[src/common/dds_defs.svh]
`ifndef DDS_DEFS_SVH
`define DDS_DEFS_SVH

////////////////////////////////////////////////////////////////////////////
// datapath widths
////////////////////////////////////////////////////////////////////////////

`define DDS_SAMPLE_WIDTH   12              // signed sample, all four waveforms
`define DDS_PHASE_WIDTH    32              // phase accumulator

// fixed tuning word for every mode but fsk
// 515 * 25e6 / 2^32 gives roughly 3 Hz
`define DDS_DEFAULT_INC    32'd515

////////////////////////////////////////////////////////////////////////////
// bitstream source
////////////////////////////////////////////////////////////////////////////

`define LFSR_WIDTH         5
`define LFSR_SEED          1               // loaded at reset, never all zero
`define BIT_PERIOD_CYCLES  25000000        // one data bit per second

// quarter-wave table depth, 2^5 entries
`define SINE_TABLE_BITS    5

`endif

[src/dds/sine_quarter_table.svh]
`ifndef SINE_QUARTER_TABLE_SVH
`define SINE_QUARTER_TABLE_SVH

// round(2047 * sin((i + 0.5) * pi / 64)), first quarter wave
// the half-step offset makes the mirrored quadrants exact
localparam logic [`DDS_SAMPLE_WIDTH-2:0] sine_quarter_table [0:(1<<`SINE_TABLE_BITS)-1] = '{
   11'd50,
   11'd151,
   11'd251,
   11'd350,
   11'd449,
   11'd546,
   11'd642,
   11'd737,
   11'd830,
   11'd920,
   11'd1009,
   11'd1095,
   11'd1179,
   11'd1259,
   11'd1337,
   11'd1411,
   11'd1483,
   11'd1550,
   11'd1614,
   11'd1674,
   11'd1729,
   11'd1781,
   11'd1828,
   11'd1871,
   11'd1910,
   11'd1944,
   11'd1973,
   11'd1997,
   11'd2017,
   11'd2032,
   11'd2041,
   11'd2046
};

`endif

[src/common/dds_pkg.sv]
`default_nettype none
`include "dds_defs.svh"

package dds_pkg;

   typedef logic signed [`DDS_SAMPLE_WIDTH-1:0] sample_t;
   typedef logic        [`DDS_PHASE_WIDTH-1:0]  phase_t;
   typedef logic        [`LFSR_WIDTH-1:0]       lfsr_t;

   // one byte per event, break code is the make code with bit 7 set
   typedef enum logic [7:0] {
      MAKE_1     = 8'h16, BREAK_1     = 8'h96,
      MAKE_2     = 8'h1e, BREAK_2     = 8'h9e,
      MAKE_3     = 8'h26, BREAK_3     = 8'ha6,
      MAKE_4     = 8'h25, BREAK_4     = 8'ha5,
      MAKE_5     = 8'h2e, BREAK_5     = 8'hae,
      MAKE_6     = 8'h36, BREAK_6     = 8'hb6,
      MAKE_7     = 8'h3d, BREAK_7     = 8'hbd,
      MAKE_8     = 8'h3e, BREAK_8     = 8'hbe,
      MAKE_F1    = 8'h05, BREAK_F1    = 8'h85,
      MAKE_F2    = 8'h06, BREAK_F2    = 8'h86,
      MAKE_N     = 8'h31, BREAK_N     = 8'hb1,
      MAKE_M     = 8'h3a, BREAK_M     = 8'hba,
      MAKE_SPACE = 8'h29, BREAK_SPACE = 8'ha9,
      MAKE_LEFT  = 8'h6b, BREAK_LEFT  = 8'heb,
      MAKE_RIGHT = 8'h74, BREAK_RIGHT = 8'hf4,
      MAKE_UP    = 8'h75, BREAK_UP    = 8'hf5,
      MAKE_DOWN  = 8'h72, BREAK_DOWN  = 8'hf2
   } key_event_t;

   // msb first: digits, function keys, letters, space, arrows
   typedef struct packed {
      logic key_1, key_2, key_3, key_4, key_5, key_6, key_7, key_8;
      logic f1, f2;
      logic n, m;
      logic space;
      logic left, right, up, down;
   } held_keys_t;

   typedef enum logic [1:0] {SINE = 2'd0, COSINE = 2'd1, SAW = 2'd2, SQUARE = 2'd3} waveform_t;

   typedef enum logic [1:0] {ASK = 2'd0, FSK = 2'd1, BPSK = 2'd2, OOK = 2'd3} modulation_t;

endpackage

`default_nettype wire

[src/common/wave_if.sv]
`timescale 1ns/100ps
`default_nettype none

// the four generator outputs, updated together every clock
interface wave_if;
   import dds_pkg::*;

   sample_t sin;
   sample_t cos;
   sample_t saw;
   sample_t squ;

   modport source
   (
      output sin, cos, saw, squ
   );

   modport sink
   (
      input sin, cos, saw, squ
   );
endinterface

`default_nettype wire

[src/dds/waveform_gen.sv]
`timescale 1ns/100ps
`default_nettype none
`include "dds_defs.svh"

module waveform_gen
(
   input  wire              CLK_25MHZ,
   input  wire              reset_from_key,
   input  dds_pkg::phase_t  phase_inc,
   wave_if.source           wave
);
   import dds_pkg::*;

   `include "sine_quarter_table.svh"

   localparam int      tbl_bits     = `SINE_TABLE_BITS;
   localparam phase_t  quarter_turn = phase_t'(1) << (`DDS_PHASE_WIDTH - 2);
   localparam sample_t full_pos     = {1'b0, {(`DDS_SAMPLE_WIDTH-1){1'b1}}};   // +2047
   localparam sample_t full_neg     = {1'b1, {(`DDS_SAMPLE_WIDTH-1){1'b0}}};   // -2048

   phase_t phase_q;
   phase_t cos_phase;

   // idx is quadrant plus table address
   function automatic sample_t sine_lookup(input logic [tbl_bits+1:0] idx);
      logic [tbl_bits-1:0]          addr;
      logic [`DDS_SAMPLE_WIDTH-2:0] mag;
      addr = idx[tbl_bits] ? ~idx[tbl_bits-1:0] : idx[tbl_bits-1:0];   // falling quadrants
      mag  = sine_quarter_table[addr];
      if (idx[tbl_bits+1])
         return -sample_t'({1'b0, mag});    // second half-wave
      else
         return sample_t'({1'b0, mag});
   endfunction

   ////////////////////////////////////////////////////////////////////////////
   // phase accumulator
   ////////////////////////////////////////////////////////////////////////////

   always_ff @(posedge CLK_25MHZ)
   begin
      if (reset_from_key)
         phase_q <= '0;
      else
         phase_q <= phase_q + phase_inc;   // wraps once per output period
   end

   assign cos_phase = phase_q + quarter_turn;

   ////////////////////////////////////////////////////////////////////////////
   // shaping, one cycle behind the phase
   ////////////////////////////////////////////////////////////////////////////

   always_ff @(posedge CLK_25MHZ)
   begin
      if (reset_from_key)
      begin
         wave.sin <= '0;
         wave.cos <= '0;
         wave.saw <= '0;
         wave.squ <= '0;
      end
      else
      begin
         wave.sin <= sine_lookup(phase_q[`DDS_PHASE_WIDTH-1 -: tbl_bits+2]);
         wave.cos <= sine_lookup(cos_phase[`DDS_PHASE_WIDTH-1 -: tbl_bits+2]);
         wave.saw <= sample_t'(phase_q[`DDS_PHASE_WIDTH-1 -: `DDS_SAMPLE_WIDTH]);
         wave.squ <= phase_q[`DDS_PHASE_WIDTH-1] ? full_neg : full_pos;
      end
   end

endmodule

`default_nettype wire

[src/modulation/modulation_stage.sv]
`timescale 1ns/100ps
`default_nettype none
`include "dds_defs.svh"

module modulation_stage
(
   input  wire                   CLK_25MHZ,
   input  wire                   reset_from_key,
   input  dds_pkg::modulation_t  modulation_select,
   input  dds_pkg::waveform_t    signal_select,
   input  dds_pkg::phase_t       fsk_increment,
   input  wire                   data_bit,
   wave_if.sink                  wave,
   output dds_pkg::phase_t       phase_inc,
   output logic                  bit_out,
   output dds_pkg::sample_t      modulated,
   output dds_pkg::sample_t      selected
);
   import dds_pkg::*;

   sample_t modulated_d;
   sample_t selected_d;

   // only fsk retunes the generator
   assign phase_inc = (modulation_select == FSK) ? fsk_increment : `DDS_DEFAULT_INC;

   always_comb
   begin
      case (modulation_select)
         ASK:     modulated_d = data_bit ? wave.sin : '0;
         FSK:     modulated_d = wave.sin;                       // keying is in the tuning word
         BPSK:    modulated_d = data_bit ? wave.sin : ~wave.sin; // 180 degree flip
         default: modulated_d = {data_bit, {(`DDS_SAMPLE_WIDTH-1){1'b0}}};
      endcase
   end

   always_comb
   begin
      case (signal_select)
         SINE:    selected_d = wave.sin;
         COSINE:  selected_d = wave.cos;
         SAW:     selected_d = wave.saw;
         default: selected_d = wave.squ;
      endcase
   end

   // bit registered beside the samples it keyed
   always_ff @(posedge CLK_25MHZ)
   begin
      if (reset_from_key)
      begin
         bit_out   <= 1'b0;
         modulated <= '0;
         selected  <= '0;
      end
      else
      begin
         bit_out   <= data_bit;
         modulated <= modulated_d;
         selected  <= selected_d;
      end
   end

endmodule

`default_nettype wire

[src/verilog/dds_modulation_top.sv]
`timescale 1ns/100ps
`default_nettype none
`include "dds_defs.svh"

module dds_modulation_top
#(
   parameter int bit_period_cycles = `BIT_PERIOD_CYCLES
)
(
   input  wire                      CLK_25MHZ,
   input  wire                      reset_from_key,
   input  wire                      kbd_event_ready,
   input  wire  [7:0]               kbd_event_type,
   input  dds_pkg::waveform_t       signal_select,
   input  dds_pkg::modulation_t     modulation_select,
   input  dds_pkg::phase_t          fsk_increment,
   output dds_pkg::held_keys_t      held_keys,
   output logic                     lfsr_bit,
   output dds_pkg::sample_t         modulated_out,
   output dds_pkg::sample_t         selected_out
);
   import dds_pkg::*;

   phase_t phase_inc;    // tuning word back from the keying stage
   logic   data_bit;

   wave_if wave_bus ();

   key_state_tracker u_keys
   (
      .CLK_25MHZ      (CLK_25MHZ),
      .reset_from_key (reset_from_key),
      .event_ready    (kbd_event_ready),
      .event_type     (key_event_t'(kbd_event_type)),   // raw byte into the code enum
      .held           (held_keys)
   );

   lfsr_bitstream #(.bit_period_cycles(bit_period_cycles)) u_bits
   (
      .CLK_25MHZ      (CLK_25MHZ),
      .reset_from_key (reset_from_key),
      .data_bit       (data_bit)
   );

   waveform_gen u_wave
   (
      .CLK_25MHZ      (CLK_25MHZ),
      .reset_from_key (reset_from_key),
      .phase_inc      (phase_inc),
      .wave           (wave_bus.source)
   );

   modulation_stage u_mod
   (
      .CLK_25MHZ         (CLK_25MHZ),
      .reset_from_key    (reset_from_key),
      .modulation_select (modulation_select),
      .signal_select     (signal_select),
      .fsk_increment     (fsk_increment),
      .data_bit          (data_bit),
      .wave              (wave_bus.sink),
      .phase_inc         (phase_inc),
      .bit_out           (lfsr_bit),
      .modulated         (modulated_out),
      .selected          (selected_out)
   );

endmodule

`default_nettype wire

[src/verilog/key_state_tracker.sv]
`timescale 1ns/100ps
`default_nettype none

// turns make/break events into held levels, one bit per key
module key_state_tracker
(
   input  wire                  CLK_25MHZ,
   input  wire                  reset_from_key,
   input  wire                  event_ready,
   input  dds_pkg::key_event_t  event_type,
   output dds_pkg::held_keys_t  held
);
   import dds_pkg::*;

   always_ff @(posedge CLK_25MHZ)
   begin
      if (reset_from_key)
      begin
         held <= '0;
      end
      else if (event_ready)
      begin
         case (event_type)
            MAKE_1:      held.key_1 <= 1'b1;
            BREAK_1:     held.key_1 <= 1'b0;
            MAKE_2:      held.key_2 <= 1'b1;
            BREAK_2:     held.key_2 <= 1'b0;
            MAKE_3:      held.key_3 <= 1'b1;
            BREAK_3:     held.key_3 <= 1'b0;
            MAKE_4:      held.key_4 <= 1'b1;
            BREAK_4:     held.key_4 <= 1'b0;
            MAKE_5:      held.key_5 <= 1'b1;
            BREAK_5:     held.key_5 <= 1'b0;
            MAKE_6:      held.key_6 <= 1'b1;
            BREAK_6:     held.key_6 <= 1'b0;
            MAKE_7:      held.key_7 <= 1'b1;
            BREAK_7:     held.key_7 <= 1'b0;
            MAKE_8:      held.key_8 <= 1'b1;
            BREAK_8:     held.key_8 <= 1'b0;
            MAKE_F1:     held.f1    <= 1'b1;
            BREAK_F1:    held.f1    <= 1'b0;
            MAKE_F2:     held.f2    <= 1'b1;
            BREAK_F2:    held.f2    <= 1'b0;
            MAKE_N:      held.n     <= 1'b1;
            BREAK_N:     held.n     <= 1'b0;
            MAKE_M:      held.m     <= 1'b1;
            BREAK_M:     held.m     <= 1'b0;
            MAKE_SPACE:  held.space <= 1'b1;
            BREAK_SPACE: held.space <= 1'b0;
            MAKE_LEFT:   held.left  <= 1'b1;
            BREAK_LEFT:  held.left  <= 1'b0;
            MAKE_RIGHT:  held.right <= 1'b1;
            BREAK_RIGHT: held.right <= 1'b0;
            MAKE_UP:     held.up    <= 1'b1;
            BREAK_UP:    held.up    <= 1'b0;
            MAKE_DOWN:   held.down  <= 1'b1;
            BREAK_DOWN:  held.down  <= 1'b0;
            default:     ;                     // untracked code, keep state
         endcase
      end
   end

endmodule

`default_nettype wire

[src/verilog/lfsr_bitstream.sv]
`timescale 1ns/100ps
`default_nettype none
`include "dds_defs.svh"

module lfsr_bitstream
#(
   parameter int bit_period_cycles = `BIT_PERIOD_CYCLES
)
(
   input  wire  CLK_25MHZ,
   input  wire  reset_from_key,
   output logic data_bit
);
   import dds_pkg::*;

   localparam int cnt_w = (bit_period_cycles > 1) ? $clog2(bit_period_cycles) : 1;

   logic [cnt_w-1:0] bit_cnt;
   logic             tick;
   lfsr_t            lfsr_q;

   assign tick = (bit_cnt == cnt_w'(bit_period_cycles - 1));   // last cycle of the period

   always_ff @(posedge CLK_25MHZ)
   begin
      if (reset_from_key || tick)
         bit_cnt <= '0;
      else
         bit_cnt <= bit_cnt + 1'b1;
   end

   // fibonacci form, taps 0 and 2, period 31
   always_ff @(posedge CLK_25MHZ)
   begin
      if (reset_from_key)
         lfsr_q <= lfsr_t'(`LFSR_SEED);
      else if (tick)
         lfsr_q <= {lfsr_q[0] ^ lfsr_q[2], lfsr_q[`LFSR_WIDTH-1:1]};
   end

   assign data_bit = lfsr_q[0];

endmodule

`default_nettype wire
[config.mk]
export PLATFORM = sky130hd
export DESIGN_NAME = dds_modulation_top
export DESIGN_NICKNAME = d
export VERILOG_FILES = /design/src/common/dds_pkg.sv /design/src/common/wave_if.sv /design/src/dds/waveform_gen.sv /design/src/modulation/modulation_stage.sv /design/src/verilog/dds_modulation_top.sv /design/src/verilog/key_state_tracker.sv /design/src/verilog/lfsr_bitstream.sv
export VERILOG_INCLUDE_DIRS = /design/src /design/src/common /design/src/dds
export SDC_FILE = /design/constraint.sdc
export NUM_CORES = 1
export LEC_CHECK = 0
export CORE_MARGIN = 2
export CORE_UTILIZATION = 45
export CTS_BUF_LIST = sky130_fd_sc_hd__clkbuf_8
export CTS_CLUSTER_SIZE = 20
export DETAILED_ROUTE_END_ITERATION = 16
export DONT_BUFFER_PORTS = 1
export PLACE_DENSITY = 0.7
export SLEW_MARGIN = 15
export SYNTH_ARGS = -nofsm -noshare
export SYNTH_HDL_FRONTEND = slang
export SYNTH_HIERARCHICAL = 1
export SYNTH_SLANG_ARGS = --single-unit
[constraint.sdc]
create_clock -name CLK_25MHZ -period 4.35 [get_ports CLK_25MHZ]
set_clock_uncertainty 0.1 [all_clocks]
set_input_delay 0.2175 -clock CLK_25MHZ [delete_from_list [all_inputs] [get_ports CLK_25MHZ]]
set_output_delay 0.2175 -clock CLK_25MHZ [all_outputs]
set_load 0.03 [all_outputs]
==> results of run 1 <==
==> Yosys cell counts (15+ instances only) <==
cell and instances:
sky130_fd_sc_hd__a211oi_1 28, sky130_fd_sc_hd__a21o_1 18, sky130_fd_sc_hd__a21oi_1 77, sky130_fd_sc_hd__a31oi_1 15, sky130_fd_sc_hd__and2_1 36, sky130_fd_sc_hd__buf_2 19, sky130_fd_sc_hd__buf_4 16, sky130_fd_sc_hd__clkbuf_1 42
sky130_fd_sc_hd__dfxtp_1 141, sky130_fd_sc_hd__ha_1 60, sky130_fd_sc_hd__inv_1 19, sky130_fd_sc_hd__mux2i_1 40, sky130_fd_sc_hd__nand2_1 48, sky130_fd_sc_hd__nand2b_1 36, sky130_fd_sc_hd__nand3_1 28, sky130_fd_sc_hd__nand4_1 21
sky130_fd_sc_hd__nor2_1 92, sky130_fd_sc_hd__nor2b_1 38, sky130_fd_sc_hd__nor3_1 35, sky130_fd_sc_hd__o21a_1 23, sky130_fd_sc_hd__o21ai_0 50, sky130_fd_sc_hd__o22ai_1 26, sky130_fd_sc_hd__o31ai_1 15, sky130_fd_sc_hd__xnor2_1 22
sky130_fd_sc_hd__xor2_1 23
==> worst min-delay path by stage <==
stage                       from                end  cells past startpoint
2_1_floorplan     reset_from_key   u_bits/lfsr_q[1]                      1
3_3_place_gp      reset_from_key   u_bits/lfsr_q[1]                      1
3_5_place_dp      reset_from_key   u_bits/lfsr_q[3]                      1
4_1_cts        kbd_event_type[5]     u_keys/held[3]                      3
5_1_grt         signal_select[0]  u_mod/selected[6]                      2
6_report        signal_select[0]  u_mod/selected[6]                      2
==> worst max-delay path: cells and delay by family, from the launching register on <==
family	cells	cell delay, ns
compound gates	3	0.44
mux	1	0.34
fa+ha+maj	2	0.65
xor+xnor	1	0.31
simple gates	4	0.81
flops	1	0.69
buf+inv	2	0.23
==> flip-flops by register name, summed over array words and instances, names as in the netlist <==
register / count
u_bits/lfsr_q: 5
u_wave/wave.squ: 1
u_wave/wave.saw: 12
u_wave/phase_q: 32
u_mod/modulated: 12
u_wave/wave.sin: 12
u_bits/bit_cnt: 25
u_mod/selected: 12
u_wave/wave.cos: 12
u_mod/bit_out: 1
u_keys/held: 17
==> cell type report <==
cell class	instances	area, um^2
diodes	1	2.50
clock buffers	18	248
clock inverters	14	124
fillers	2037	10800
inverters	22	82.6
multi-input cells	916	6410
flip-flops and latches	141	2820
well taps	275	344
repair buffers	28	275
==> through the flow <==
stage / instances / power, mW / instance area, um^2
floorplan: 1167 / 2.61 / 9780
global placement: 1363 / 2.85 / 9730
detailed placement: 1363 / 2.86 / 9730
CTS: 1413 / 3.91 / 10300
global route: 1415 / 4.14 / 10300
finish: 1415 / 3.91 / 10300
==> logic make-up after synthesis <==
kind of cell               Yosys count  synth area share
and+or+nand+nor                    420             0.242
xor gates and xnor gates            51            0.0526
adders and majority gates           61            0.0788
AOI/OAI and AO/OA                  333             0.228
DFF                                141             0.289
buffers and inverters              110            0.0560
muxes                               51            0.0536
==> power by group through the flow <==
stage | combinational (mW) | sequential (mW) | clock [mW]
CTS | 1.32 | 1.57 | 1.02
detailed placement | 1.27 | 1.60 | 0
global route | 1.48 | 1.58 | 1.08
global placement | 1.25 | 1.60 | 0
floorplan | 1.05 | 1.56 | 0
finish | 1.35 | 1.57 | 0.997
==> cell usage in the layout, fill, tap and decap left out, drive strengths merged, types with 15 or more instances in the layout <==
master	synthesis	layout
o31ai	15	15
dfxtp	141	141
nand3	28	28
xor2	27	27
mux2i	40	40
nand4	23	23
ha	60	60
nand2b	36	36
a21oi	77	77
a31oi	15	15
o21ai	54	54
o21a	23	23
o22ai	27	27
nor2	92	92
nand2	49	49
clkbuf	44	18
dlygate4sd3	0	18
nor3	36	36
inv	20	23
xnor2	24	24
and2	36	36
a211oi	28	28
nor2b	38	38
a21o	19	19
==> routing by layer <==
| layer | track usage | vias to the layer above |
|---|---|---|
| li1 | - | 4207 |
| met1 | 0.290 | 4062 |
| met2 | 0.343 | 265 |
| met3 | 0.0482 | 28 |
| met4 | 0.0617 | 0 |
| met5 | 0 | - |
==> impl_summary.txt, run 1 <==
----------------------------------------------------
[Critical path]
  Critical path data arrival time ... 3.94 ns
  Endpoint required time on the critical path ... 4.58 ns
  Critical R2R Capture ... u_wave/wave.cos[10]
  Register-to-Register Setup Slack ... 0.64 ns
  Highest-delay cell along the critical path ... sky130_fd_sc_hd__dfxtp_2
  CP Cell Sequence ... xor2_4, inv_1, ha_1, nand2b_1, o22ai_1, o21a_1, or3_4, inv_1, ha_1, nand2_1, nor3_2, a41oi_1, mux2_1
  Startpoint kind of the worst setup timing path ... register
  CP Capture Point ... u_wave/wave.cos[10]
  Critical Path Max Stage Delay ... 0.69 ns
  Reg2Reg Launch Point ... u_wave/phase_q[30]
  Startpoint of the worst setup timing path ... u_wave/phase_q[30]
  Worst-path fanout max ... 17
  Setup CP Type ... reg2reg
  R2r worst-path depth ... 13
  Worst setup EP type ... register

[GRT]
  Initial antenna violation count ... 2
  Number of global-route vias before repair ... 7793
  Global-route wire length before repair ... 39300 um
  GRT Resource Usage Total ... 0.215
  Remaining Overflow, GRT ... 0
  Largest net degree at the start of global routing ... 113

[Pwr]
  Clock share of power ... 0.255
  Part of the power in registers ... 0.401
  P_int ... 2.41 mW
  Leakage power ... 4.10 nW
  Combinational share of power ... 0.344
  Sw frac ... 0.383
  Power density over the cells ... 380 mW/mm^2
  IR Drop Worst-Case VDD ... 165 uV
  Reported net switching power ... 1.50 mW

[Placed design]
  Placer Congestion ... 0.936
  Post-placement setup slack ... 0.712 ns
  Count of input and output buffers ... 0
  Placed wire-length estimate after detailed placement ... 17200 um

[Route]
  Max layer used ... met4
  Vias per inst ... 6.05
  Detailed route wirelength on metal3 ... 1590 um
  Routed length on met1 ... 11400 um
  Total wire length ... 24700 um
  Final ANT Viol Nets ... 0
  Routed length per instance ... 17.5 um
  DRC violation total after the first TritonRoute iteration ... 821
  DRC ... 0
  Number of vias after detailed routing ... 8562
  Met2 Routed Length ... 11300 um
  Number of iterations in the first detailed-routing pass ... 5

[CTS]
  Number of clock sinks ... 141
  Cell chosen for the clock root ... sky130_fd_sc_hd__clkbuf_8
  Post-CTS setup buffer count ... 0
  Number of instances resized during post-cts repair ... 0
  CTS Buffer Depth ... 2
  CTS tree ... yes
  CTS buffer count ... 17
  CTS hold repair buffers ... 18
  Worst-path clk slew ... 0.09 ns
  Maximum level of the CTS H-tree ... 4
  Clock latency on the worst-skew pair ... 0.45 ns

[Die]
  Floorplan core area ... 0.0212 mm^2
  Area enclosed by the die boundary ... 0.0229 mm^2
  Width of the chip ... 151 um
  Overall die height ... 151 um
  Count of standard-cell rows ... 53
  Initial core utilization ... 0.462
  IO Pins ... 89

[Min path]
  Hold Crit Class ... in2reg

[Job]
  Max-cap check violation count ... 0

[Timing]
  Smallest setup slack after layout ... 0.643 ns
  Unrepaired setup endpoints after global routing ... false
  Share of the clock period used by the worst path after layout ... 0.852
  Maximum operating frequency ... 270 MHz
  Final number of hold-violating endpoints ... 0
  Relative slew slack ... 0.294
  # setup viols final ... 0
  Worst-case hold slack ... 0.0196 ns
  Final worst path period need ... 3.71 ns
  Number of pins exceeding their max-slew limit in the final report ... 0
  Sum Neg Setup Slack ... 0 ns
  Worst-margin pin slew ... 1.05 ns

[Outcome]
  Outcome ... finished, final reports clean

[Synth]
  Most area-consuming cells after synthesis ... sky130_fd_sc_hd__dfxtp_1 29%, sky130_fd_sc_hd__ha_1 7.7%, sky130_fd_sc_hd__mux2i_1 4.1%
  Proportion of register bits with asynchronous set or reset after synthesis ... 0
  Share of the yosys chip area belonging to registers ... 0.289
  Synth unique cells ... 92
  EDFF count, synth ... 0
  Mean instance size in the synthesized netlist ... 8.38 um^2
  Synth Register Bits ... 141
  Largest area contributor in the netlist ... sky130_fd_sc_hd__dfxtp_1
  Count of mapped cells out of synthesis ... 1167
  Share of the synthesized area in the top cell type ... 0.289
  Leading register cell type out of synthesis ... sky130_fd_sc_hd__dfxtp_1
  Total number of yosys warnings ... 6
  Post-synthesis instance area ... 0.00978 mm^2
  Post-Syn Nets ... 1275

[Cells and area]
  Layout cell share with drive strength beyond 1 ... 0.0694
  Area growth, synth to finish ... 5.41%
  Final core utilization ... 0.487
  Layout Nets ... 1234

----------------------------------------------------
Power figures use the tool's default switching activity.
==> run 2, diff against run 1 <==
--- a/config.mk
+++ b/config.mk
@@ -6,6 +6,8 @@
 export SDC_FILE = /design/constraint.sdc
 export NUM_CORES = 1
 export LEC_CHECK = 0
+export ABC_AREA = 1
+export ABC_CLOCK_PERIOD_IN_PS = 4350
 export CORE_MARGIN = 2
 export CORE_UTILIZATION = 45
 export CTS_BUF_LIST = sky130_fd_sc_hd__clkbuf_8
==> impl_summary.txt, run 2 <==
----------------------------------------------------
[Synth]
  Compound-gate portion of the synthesized area ... 0.115 (-0.113)
  Multiplexer area fraction after synthesis ... 0 (-0.0536)
  Most common library cells after synthesis ... 371 x sky130_fd_sc_hd__nand2_1, 286 x sky130_fd_sc_hd__nor2_1, 170 x sky130_fd_sc_hd__inv_1
  Synth unique cells ... 47 (-49%)
  Share of the synthesized area in the top cell type ... 0.289 (+0.000370)
  Most area-consuming cells after synthesis ... sky130_fd_sc_hd__dfxtp_1 29%, sky130_fd_sc_hd__nand2_1 14%, sky130_fd_sc_hd__nor2_1 11%
  XOR/XNOR Fraction of Synth Area ... 0.0179 (-0.0347)
  Largest family of logic cells by synthesized area ... simple AND/OR/NAND/NOR gates
  Post-synthesis share of cell area spent on and, or, nand and nor gates ... 0.392 (+0.150)
  Largest area contributor in the netlist ... sky130_fd_sc_hd__dfxtp_1
  Total number of yosys warnings ... 6 (unchanged)
  Mean instance size in the synthesized netlist ... 6.31 um^2 (-25%)
  Synth Register Bits ... 141 (unchanged)
  Synthesized-area fraction occupied by adder cells ... 0.0789 (+0.000101)
  EDFF count, synth ... 0 (unchanged)
  Count of mapped cells out of synthesis ... 1548 (+33%)
  Post-synthesis instance area ... 0.00977 mm^2 (-0.13%)
  Leading register cell type out of synthesis ... sky130_fd_sc_hd__dfxtp_1
  Proportion of register bits with asynchronous set or reset after synthesis ... 0 (unchanged)
  Post-Syn Nets ... 1656 (+30%)
  Share of the yosys chip area belonging to registers ... 0.289 (+0.000370)
  Count leader, synth ... sky130_fd_sc_hd__nand2_1

[Die]
  Count of standard-cell rows ... 53 (unchanged)
  Width of the chip ... 151 um (about the same)
  Initial core utilization ... 0.462 (-0.000591)
  Floorplan core area ... 0.0212 mm^2 (unchanged)
  Area enclosed by the die boundary ... 0.0229 mm^2 (-0.13%)
  Overall die height ... 151 um (about the same)
  IO Pins ... 89 (unchanged)

[CTS]
  Number of clock sinks ... 141 (unchanged)
  Maximum level of the CTS H-tree ... 4 (unchanged)
  Clock latency on the worst-skew pair ... 0.45 ns (about the same)
  CTS buffer count ... 17 (unchanged)
  Worst-path clk slew ... 0.08 ns (about the same)
  CTS tree ... yes
  CTS Buffer Depth ... 2 (unchanged)
  Post-CTS setup buffer count ... 0 (unchanged)
  Cell chosen for the clock root ... sky130_fd_sc_hd__clkbuf_8
  Number of instances resized during post-cts repair ... 0 (unchanged)

[Cells and area]
  Number of filler instances in the final layout ... 2167 (+6.4%)
  Layout Nets ... 1651 (+34%)
  Register ranked first by flip-flop count ... u_wave/phase_q
  Layout cell share with drive strength beyond 1 ... 0.0675 (-0.00188)
  Final standard cell count with taps included and fillers excluded ... 1831 (+29%)
  Largest register FFs ... 32 (unchanged)
  Most frequent standard cell in the layout excluding fill and tap cells ... sky130_fd_sc_hd__nand2_1
  Antenna Diode Count ... 0 (-1)
  Commonest cells after routing, fill and taps aside ... 371 x sky130_fd_sc_hd__nand2_1, 286 x sky130_fd_sc_hd__nor2_1, 171 x sky130_fd_sc_hd__inv_1
  Top flop regs ... u_wave/phase_q: 32 flops, u_bits/bit_cnt: 25 flops, u_keys/held: 17 flops
  Final core utilization ... 0.492 (+0.00485)
  Area growth, synth to finish ... 6.60%

[Critical path]
  Critical R2R Capture ... u_wave/wave.sin[10]
  Worst setup EP type ... register
  Worst-path fanout max ... 8 (-9)
  Reg2Reg Launch Point ... u_wave/phase_q[30]
  R2r worst-path depth ... 17 (+4)
  Setup CP Type ... reg2reg
  Startpoint kind of the worst setup timing path ... register
  Register-to-Register Setup Slack ... 1.32 ns (+0.68 ns)
  Endpoint required time on the critical path ... 4.59 ns (about the same)
  Critical path data arrival time ... 3.26 ns (-0.68 ns)

[Route]
  Routed length per instance ... 13.9 um (-20%)
  DRC ... 0 (unchanged)
  Number of iterations in the first detailed-routing pass ... 6 (+1)
  Final ANT Viol Nets ... 0 (unchanged)
  DRC violation total after the first TritonRoute iteration ... 881 (+7.3%)
  Number of vias after detailed routing ... 9628 (+12%)
  Vias per inst ... 5.26 (-13%)
  Total wire length ... 25500 um (+3.1%)

[Timing]
  Worst-margin pin slew ... 0.737 ns (-0.318 ns)
  Unrepaired setup endpoints after global routing ... false
  Final number of hold-violating endpoints ... 0 (unchanged)
  Final worst path period need ... 3.03 ns (-0.677 ns)
  # setup viols final ... 0 (unchanged)
  Number of pins exceeding their max-slew limit in the final report ... 0 (unchanged)
  Sum Neg Setup Slack ... 0 ns (unchanged)
  Share of the clock period used by the worst path after layout ... 0.696 (-0.156)
  Relative slew slack ... 0.507 (+0.213)
  Maximum operating frequency ... 330 MHz (+22%)

[Pwr]
  IR Drop Worst-Case VDD ... 193 uV (+17%)
  Reported net switching power ... 1.29 mW (-14%)
  Power density over the cells ... 335 mW/mm^2 (-12%)
  Combinational share of power ... 0.277 (-0.067)
  Sw frac ... 0.370 (-0.0133)
  Overall power ... 3.49 mW (-11%)
  Clock share of power ... 0.291 (+0.036)
  P_int ... 2.20 mW (-8.9%)
  Leakage power ... 4.76 nW (+16%)
  Part of the power in registers ... 0.433 (+0.032)

[GRT]
  Global-route wire length before repair ... 41200 um (+4.9%)
  GRT Resource Usage Total ... 0.225 (+0.0106)
  Initial antenna violation count ... 0 (-2)
  Remaining Overflow, GRT ... 0 (unchanged)
  Largest net degree at the start of global routing ... 45 (-60%)
  Number of global-route vias before repair ... 8531 (+9.5%)

[Min path]
  Worst hold path startpoint ... signal_select[1]
  Endpoint of the worst hold-timing path ... u_mod/selected[9]
  Hold Crit Class ... in2reg
  Depth of the worst hold-timing path ... 4 (+2)

[Placed design]
  Placer Congestion ... 0.953 (+1.9%)
  Number of placed instances, taps included ... 1773 (+30%)
  Placed wire-length estimate after detailed placement ... 19000 um (+10%)
  Count of input and output buffers ... 0 (unchanged)

[Job]
  Max-cap check violation count ... 0 (unchanged)

[Outcome]
  Outcome ... finished, final reports clean

----------------------------------------------------
==> run 2: changes by cell type after synthesis, sizes merged, moves of 32 or more <==
cell and change:
and2 -34, clkbuf -33, inv +159, mux2i -40, nand2 +351, nand2b -36
nand3 +115, nor2 +209, nor2b -38, o21ai +32
==> run 2: final cells by class <==
type / instances / area, um^2 / share of cell area
Inverter: 180 / 677 / 0.0650
Tap cell: 275 / 344 / 0.0331
Clock buffer: 19 / 262 / 0.0251
Clock inverter: 13 / 115 / 0.0111
Timing Repair Buffer: 29 / 293 / 0.0281
Multi-Input combinational cell: 1174 / 5900 / 0.566
Sequential cell: 141 / 2820 / 0.271
==> run 2: repair_timing <==
action | in CTS | in global routing
hold endpoints to repair | 72 | 0
setup endpoints to repair | 0 | 0
hold buffers | 26 | 0
==> run 2: logic make-up (layout without fill, tap and decap cells) <==
kind of cell,count (synthesis),after routing
and+or+nand+nor,886,886
xor gates and xnor gates,17,17
AOI/OAI and AO/OA,210,210
DFF,141,141
buffers and inverters,233,241
adders and majority gates,61,61
==> run 2: worst max path at each step <==
stage                    startpoint                   to  slack [ns]  cells past startpoint
3_5_place_dp   modulation_select[0]   u_wave/phase_q[26]        1.14                     17
6_report         u_wave/phase_q[30]  u_wave/wave.sin[10]        1.32                     17
3_3_place_gp   modulation_select[0]   u_wave/phase_q[26]        1.23                     16
5_1_grt          u_wave/phase_q[30]  u_wave/wave.cos[10]        0.99                     16
4_1_cts          u_wave/phase_q[30]  u_wave/wave.cos[10]        1.31                     16
2_1_floorplan    u_wave/phase_q[30]  u_wave/wave.sin[10]        1.88                     17
==> run 2: metrics by stage <==
stage,worst slack [ns],instance area [um^2],hold slack [ns]
floorplan,1.88,9770,0.266
finish,1.32,10400,0.0126
global route,0.991,10400,0.0155
detailed placement,1.14,9760,0.200
global placement,1.23,9760,0.196
CTS,1.31,10400,0.000849
==> run 2: power by group through the flow <==
stage                     logic, mW  registers, mW  clock network (mW)
after floorplan               0.777           1.51                   0
after global placement        0.896           1.54                   0
after detailed placement      0.908           1.54                   0
after CTS                     0.948           1.51                1.04
after global routing           1.10           1.52                1.09
final                         0.966           1.51                1.01
==> run 2: critical path, stage by stage, from the launching register on <==
cell                       delay [ns]
sky130_fd_sc_hd__dfxtp_1         0.60
sky130_fd_sc_hd__buf_4           0.27
sky130_fd_sc_hd__nand2_1         0.10
sky130_fd_sc_hd__nand2_2         0.18
sky130_fd_sc_hd__ha_1            0.30
sky130_fd_sc_hd__nand3_1         0.22
sky130_fd_sc_hd__nand3_1         0.11
sky130_fd_sc_hd__o211ai_1        0.11
sky130_fd_sc_hd__nand2_2         0.10
sky130_fd_sc_hd__inv_1           0.09
sky130_fd_sc_hd__ha_1            0.20
sky130_fd_sc_hd__inv_1           0.05
sky130_fd_sc_hd__nor2_1          0.09
sky130_fd_sc_hd__nand4_1         0.11
sky130_fd_sc_hd__nand2_1         0.12
sky130_fd_sc_hd__nand3_1         0.08
sky130_fd_sc_hd__nand2_1         0.06
sky130_fd_sc_hd__nor2_1          0.04
==> run 2: metal layers <==
| metal | share of wire | global-route usage | wire length [um] | vias up |
|---|---|---|---|---|
| met5 | 0 | 0 | 0 | - |
| met4 | 0.018 | 0.0650 | 467 | 0 |
| met3 | 0.065 | 0.0352 | 1650 | 35 |
| met2 | 0.45 | 0.374 | 11500 | 328 |
| met1 | 0.47 | 0.302 | 11900 | 4340 |
| li1 | - | - | - | 4925 |
==> run 3, diff against run 2 <==
--- a/config.mk
+++ b/config.mk
@@ -7,7 +7,7 @@
 export NUM_CORES = 1
 export LEC_CHECK = 0
 export ABC_AREA = 1
-export ABC_CLOCK_PERIOD_IN_PS = 4350
+export ABC_CLOCK_PERIOD_IN_PS = 2900
 export CORE_MARGIN = 2
 export CORE_UTILIZATION = 45
 export CTS_BUF_LIST = sky130_fd_sc_hd__clkbuf_8
==> constraint.sdc (replaced) <==
create_clock -name CLK_25MHZ -period 2.9 [get_ports CLK_25MHZ]
set_clock_uncertainty 0.1 [all_clocks]
set_input_delay 0.145 -clock CLK_25MHZ [delete_from_list [all_inputs] [get_ports CLK_25MHZ]]
set_output_delay 0.145 -clock CLK_25MHZ [all_outputs]
set_load 0.03 [all_outputs]
==> impl_summary.txt, run 3 (synthesis gave the netlist of run 2 again) <==
----------------------------------------------------
[Outcome]
  Outcome ... finished, final reports clean

[Die]
  Overall die height ... 151 um (unchanged)
  Floorplan core area ... 0.0212 mm^2 (unchanged)
  Width of the chip ... 151 um (unchanged)
  Area enclosed by the die boundary ... 0.0229 mm^2 (unchanged)
  IO Pins ... 89 (unchanged)
  Count of standard-cell rows ... 53 (unchanged)
  Initial core utilization ... 0.462 (unchanged)

[Pwr]
  Power density over the cells ... 505 mW/mm^2 (+51%)
  IR Drop Worst-Case VDD ... 263 uV (+37%)
  Leakage power ... 5.04 nW (+5.8%)
  Overall power ... 5.52 mW (+58%)

[Cells and area]
  Register ranked first by flip-flop count ... u_wave/phase_q
  Commonest cells after routing, fill and taps aside ... 371 x sky130_fd_sc_hd__nand2_1, 286 x sky130_fd_sc_hd__nor2_1, 172 x sky130_fd_sc_hd__inv_1
  Footprint of the multi-input gates ... 0.00591 mm^2 (+0.21%)
  Antenna Diode Count ... 0 (unchanged)
  Top flop regs ... u_wave/phase_q: 32 flops, u_bits/bit_cnt: 25 flops, u_keys/held: 17 flops
  Layout Nets ... 1702 (+3.1%)
  Largest register FFs ... 32 (unchanged)
  Number of filler instances in the final layout ... 2149 (-0.83%)
  Area growth, synth to finish ... 12.1%
  Layout cell share with drive strength beyond 1 ... 0.0766 (+0.00911)
  Combined flip-flop and latch cell area ... 0.00282 mm^2 (about the same)
  Final core utilization ... 0.517 (+0.0253)
  Most frequent standard cell in the layout excluding fill and tap cells ... sky130_fd_sc_hd__nand2_1

[Critical path]
  Worst-path fanout max ... 7 (-1)
  Critical R2R Capture ... u_mod/modulated[0]
  Reg2Reg Launch Point ... u_bits/lfsr_q[0]
  Startpoint kind of the worst setup timing path ... input pin
  Highest-delay cell along the critical path ... sky130_fd_sc_hd__dlygate4sd3_1
  R2r worst-path depth ... 7 (-10)
  CP bufs+invs ... 4 (+1)
  Worst setup EP type ... register
  Setup CP Type ... in2reg
  Delay-heaviest family, CP ... buffers and inverters
  Register-to-Register Setup Slack ... 0.22 ns (-1.10 ns)
  CP Cell Sequence ... dlygate4sd3_1, nor2_4, nand3_1, dlygate4sd3_1, nor2_1, dlygate4sd3_1, nor2_1, nor2_1, dlygate4sd3_1
  CP Depth ... 9 (-8)
  Critical path data arrival time ... 3.08 ns (-0.18 ns)
  Critical Path Max Stage Delay ... 0.64 ns (+0.04 ns)
  Top cell by count, worst path ... sky130_fd_sc_hd__dlygate4sd3_1
  Endpoint required time on the critical path ... 3.19 ns (-1.40 ns)

[Job]
  Max-cap check violation count ... 0 (unchanged)

[Min path]
  Worst hold path startpoint ... modulation_select[0]
  Hold Crit Class ... in2reg
  Depth of the worst hold-timing path ... 4 (unchanged)
  Endpoint of the worst hold-timing path ... u_mod/modulated[11]

[GRT]
  Global-route wire length before repair ... 43300 um (+4.9%)
  Number of global-route vias before repair ... 9162 (+7.4%)
  Remaining Overflow, GRT ... 0 (unchanged)
  GRT Resource Usage Total ... 0.235 (+0.00991)
  Largest net degree at the start of global routing ... 43 (-4.4%)
  Initial antenna violation count ... 0 (unchanged)

[Timing]
  Final number of hold-violating endpoints ... 0 (unchanged)
  Number of pins exceeding their max-slew limit in the final report ... 0 (unchanged)
  Final worst path period need ... 2.79 ns
  Share of the clock period used by the worst path after layout ... 0.962
  # setup viols final ... 0 (unchanged)
  Relative slew slack ... 0.490 (-0.0175)
  Sum Neg Setup Slack ... 0 ns (unchanged)
  Smallest setup slack after layout ... 0.110 ns (-1.21 ns)
  Unrepaired setup endpoints after global routing ... false
  Worst-margin pin slew ... 0.763 ns (+0.0261 ns)
  Maximum operating frequency ... 358 MHz

[Route]
  Total wire length ... 26200 um (+2.8%)
  Final ANT Viol Nets ... 0 (unchanged)
  Number of vias after detailed routing ... 9804 (+1.8%)
  DRC violation total after the first TritonRoute iteration ... 862 (-2.2%)
  DRC ... 0 (unchanged)
  Number of iterations in the first detailed-routing pass ... 5 (-1)
  Vias per inst ... 5.21 (-0.88%)
  Routed length per instance ... 13.9 um (about the same)

[CTS]
  Worst-path clk slew ... 0.09 ns (about the same)
  Clock latency on the worst-skew pair ... 0.46 ns (about the same)
  CTS buffer count ... 17 (unchanged)
  CTS tree ... yes
  Maximum level of the CTS H-tree ... 4 (unchanged)
  Number of clock sinks ... 141 (unchanged)
  CTS Buffer Depth ... 2 (unchanged)
  Cell chosen for the clock root ... sky130_fd_sc_hd__clkbuf_8

[Placed design]
  Post-placement setup slack ... 0.174 ns (-0.963 ns)
  Placed wire-length estimate after detailed placement ... 19400 um (+2.2%)
  Count of input and output buffers ... 0 (unchanged)
  Placer Congestion ... 0.958 (+0.52%)

----------------------------------------------------
## run 3: through the flow
stage               cell area [um^2]  cells  hold slack (ns)
floorplan                       9770   1548            0.193
global placement                9910   1791            0.126
detailed placement              9910   1791            0.125
CTS                            10900   1881          0.00155
global route                   10900   1881           0.0326
finish                         10900   1881           0.0184
## run 3: layer usage
layer / part of all wire / GRT usage / vias to the layer above / routed length, um
met5: 0 / 0 / - / 0
met3: 0.065 / 0.0482 / 40 / 1700
met1: 0.46 / 0.307 / 4416 / 12000
met2: 0.46 / 0.386 / 329 / 12000
met4: 0.022 / 0.0794 / 0 / 569
li1: - / - / 5019 / -
## run 3: repair_timing
action | 4_1_cts | 5_1_grt
setup buffers | 0 | 0
hold endpoints to repair | 84 | 0
setup endpoints to repair | 0 | 3
hold buffers | 59 | 0
gates resized for setup | 0 | 3
## run 3: final cells by class
class	count	share of cell area
multi-input combinational	1174	0.540
sequential	141	0.258
timing repair buffer	80	0.0707
inverter	180	0.0619
tap	275	0.0314
clock buffer	20	0.0252
clock inverter	11	0.0129
## run 3: worst max-delay path by stage
| stage | from | endpoint | slack [ns] |
|---|---|---|---|
| 3_5_place_dp | modulation_select[0] | u_wave/phase_q[20] | 0.17 |
| 2_1_floorplan | u_wave/phase_q[30] | u_wave/wave.sin[10] | 0.43 |
| 5_1_grt | kbd_event_type[7] | u_keys/held[12] | 0.02 |
| 4_1_cts | kbd_event_ready | u_keys/held[12] | 0.12 |
| 3_3_place_gp | modulation_select[0] | u_wave/phase_q[20] | 0.20 |
| 6_report | kbd_event_type[7] | u_keys/held[12] | 0.11 |
## run 3: report_power, final
part	internal (mW)	total, mW	switching (mW)	leakage [nW]
logic	0.562	1.56	1.00	3.67
clock network	0.912	1.70	0.793	0.218
registers	2.10	2.26	0.163	1.15
total	3.57	5.52	1.96	5.04
## run 3: worst reg2reg max path, stage by stage, from the launching register on
cell                            delay, ns
sky130_fd_sc_hd__dfxtp_1             0.77
sky130_fd_sc_hd__ha_1                0.35
sky130_fd_sc_hd__nand3b_1            0.14
sky130_fd_sc_hd__dlygate4sd3_1       0.57
sky130_fd_sc_hd__nand3_1             0.07
sky130_fd_sc_hd__dlygate4sd3_1       0.55
sky130_fd_sc_hd__nand2_1             0.04
sky130_fd_sc_hd__inv_1               0.05
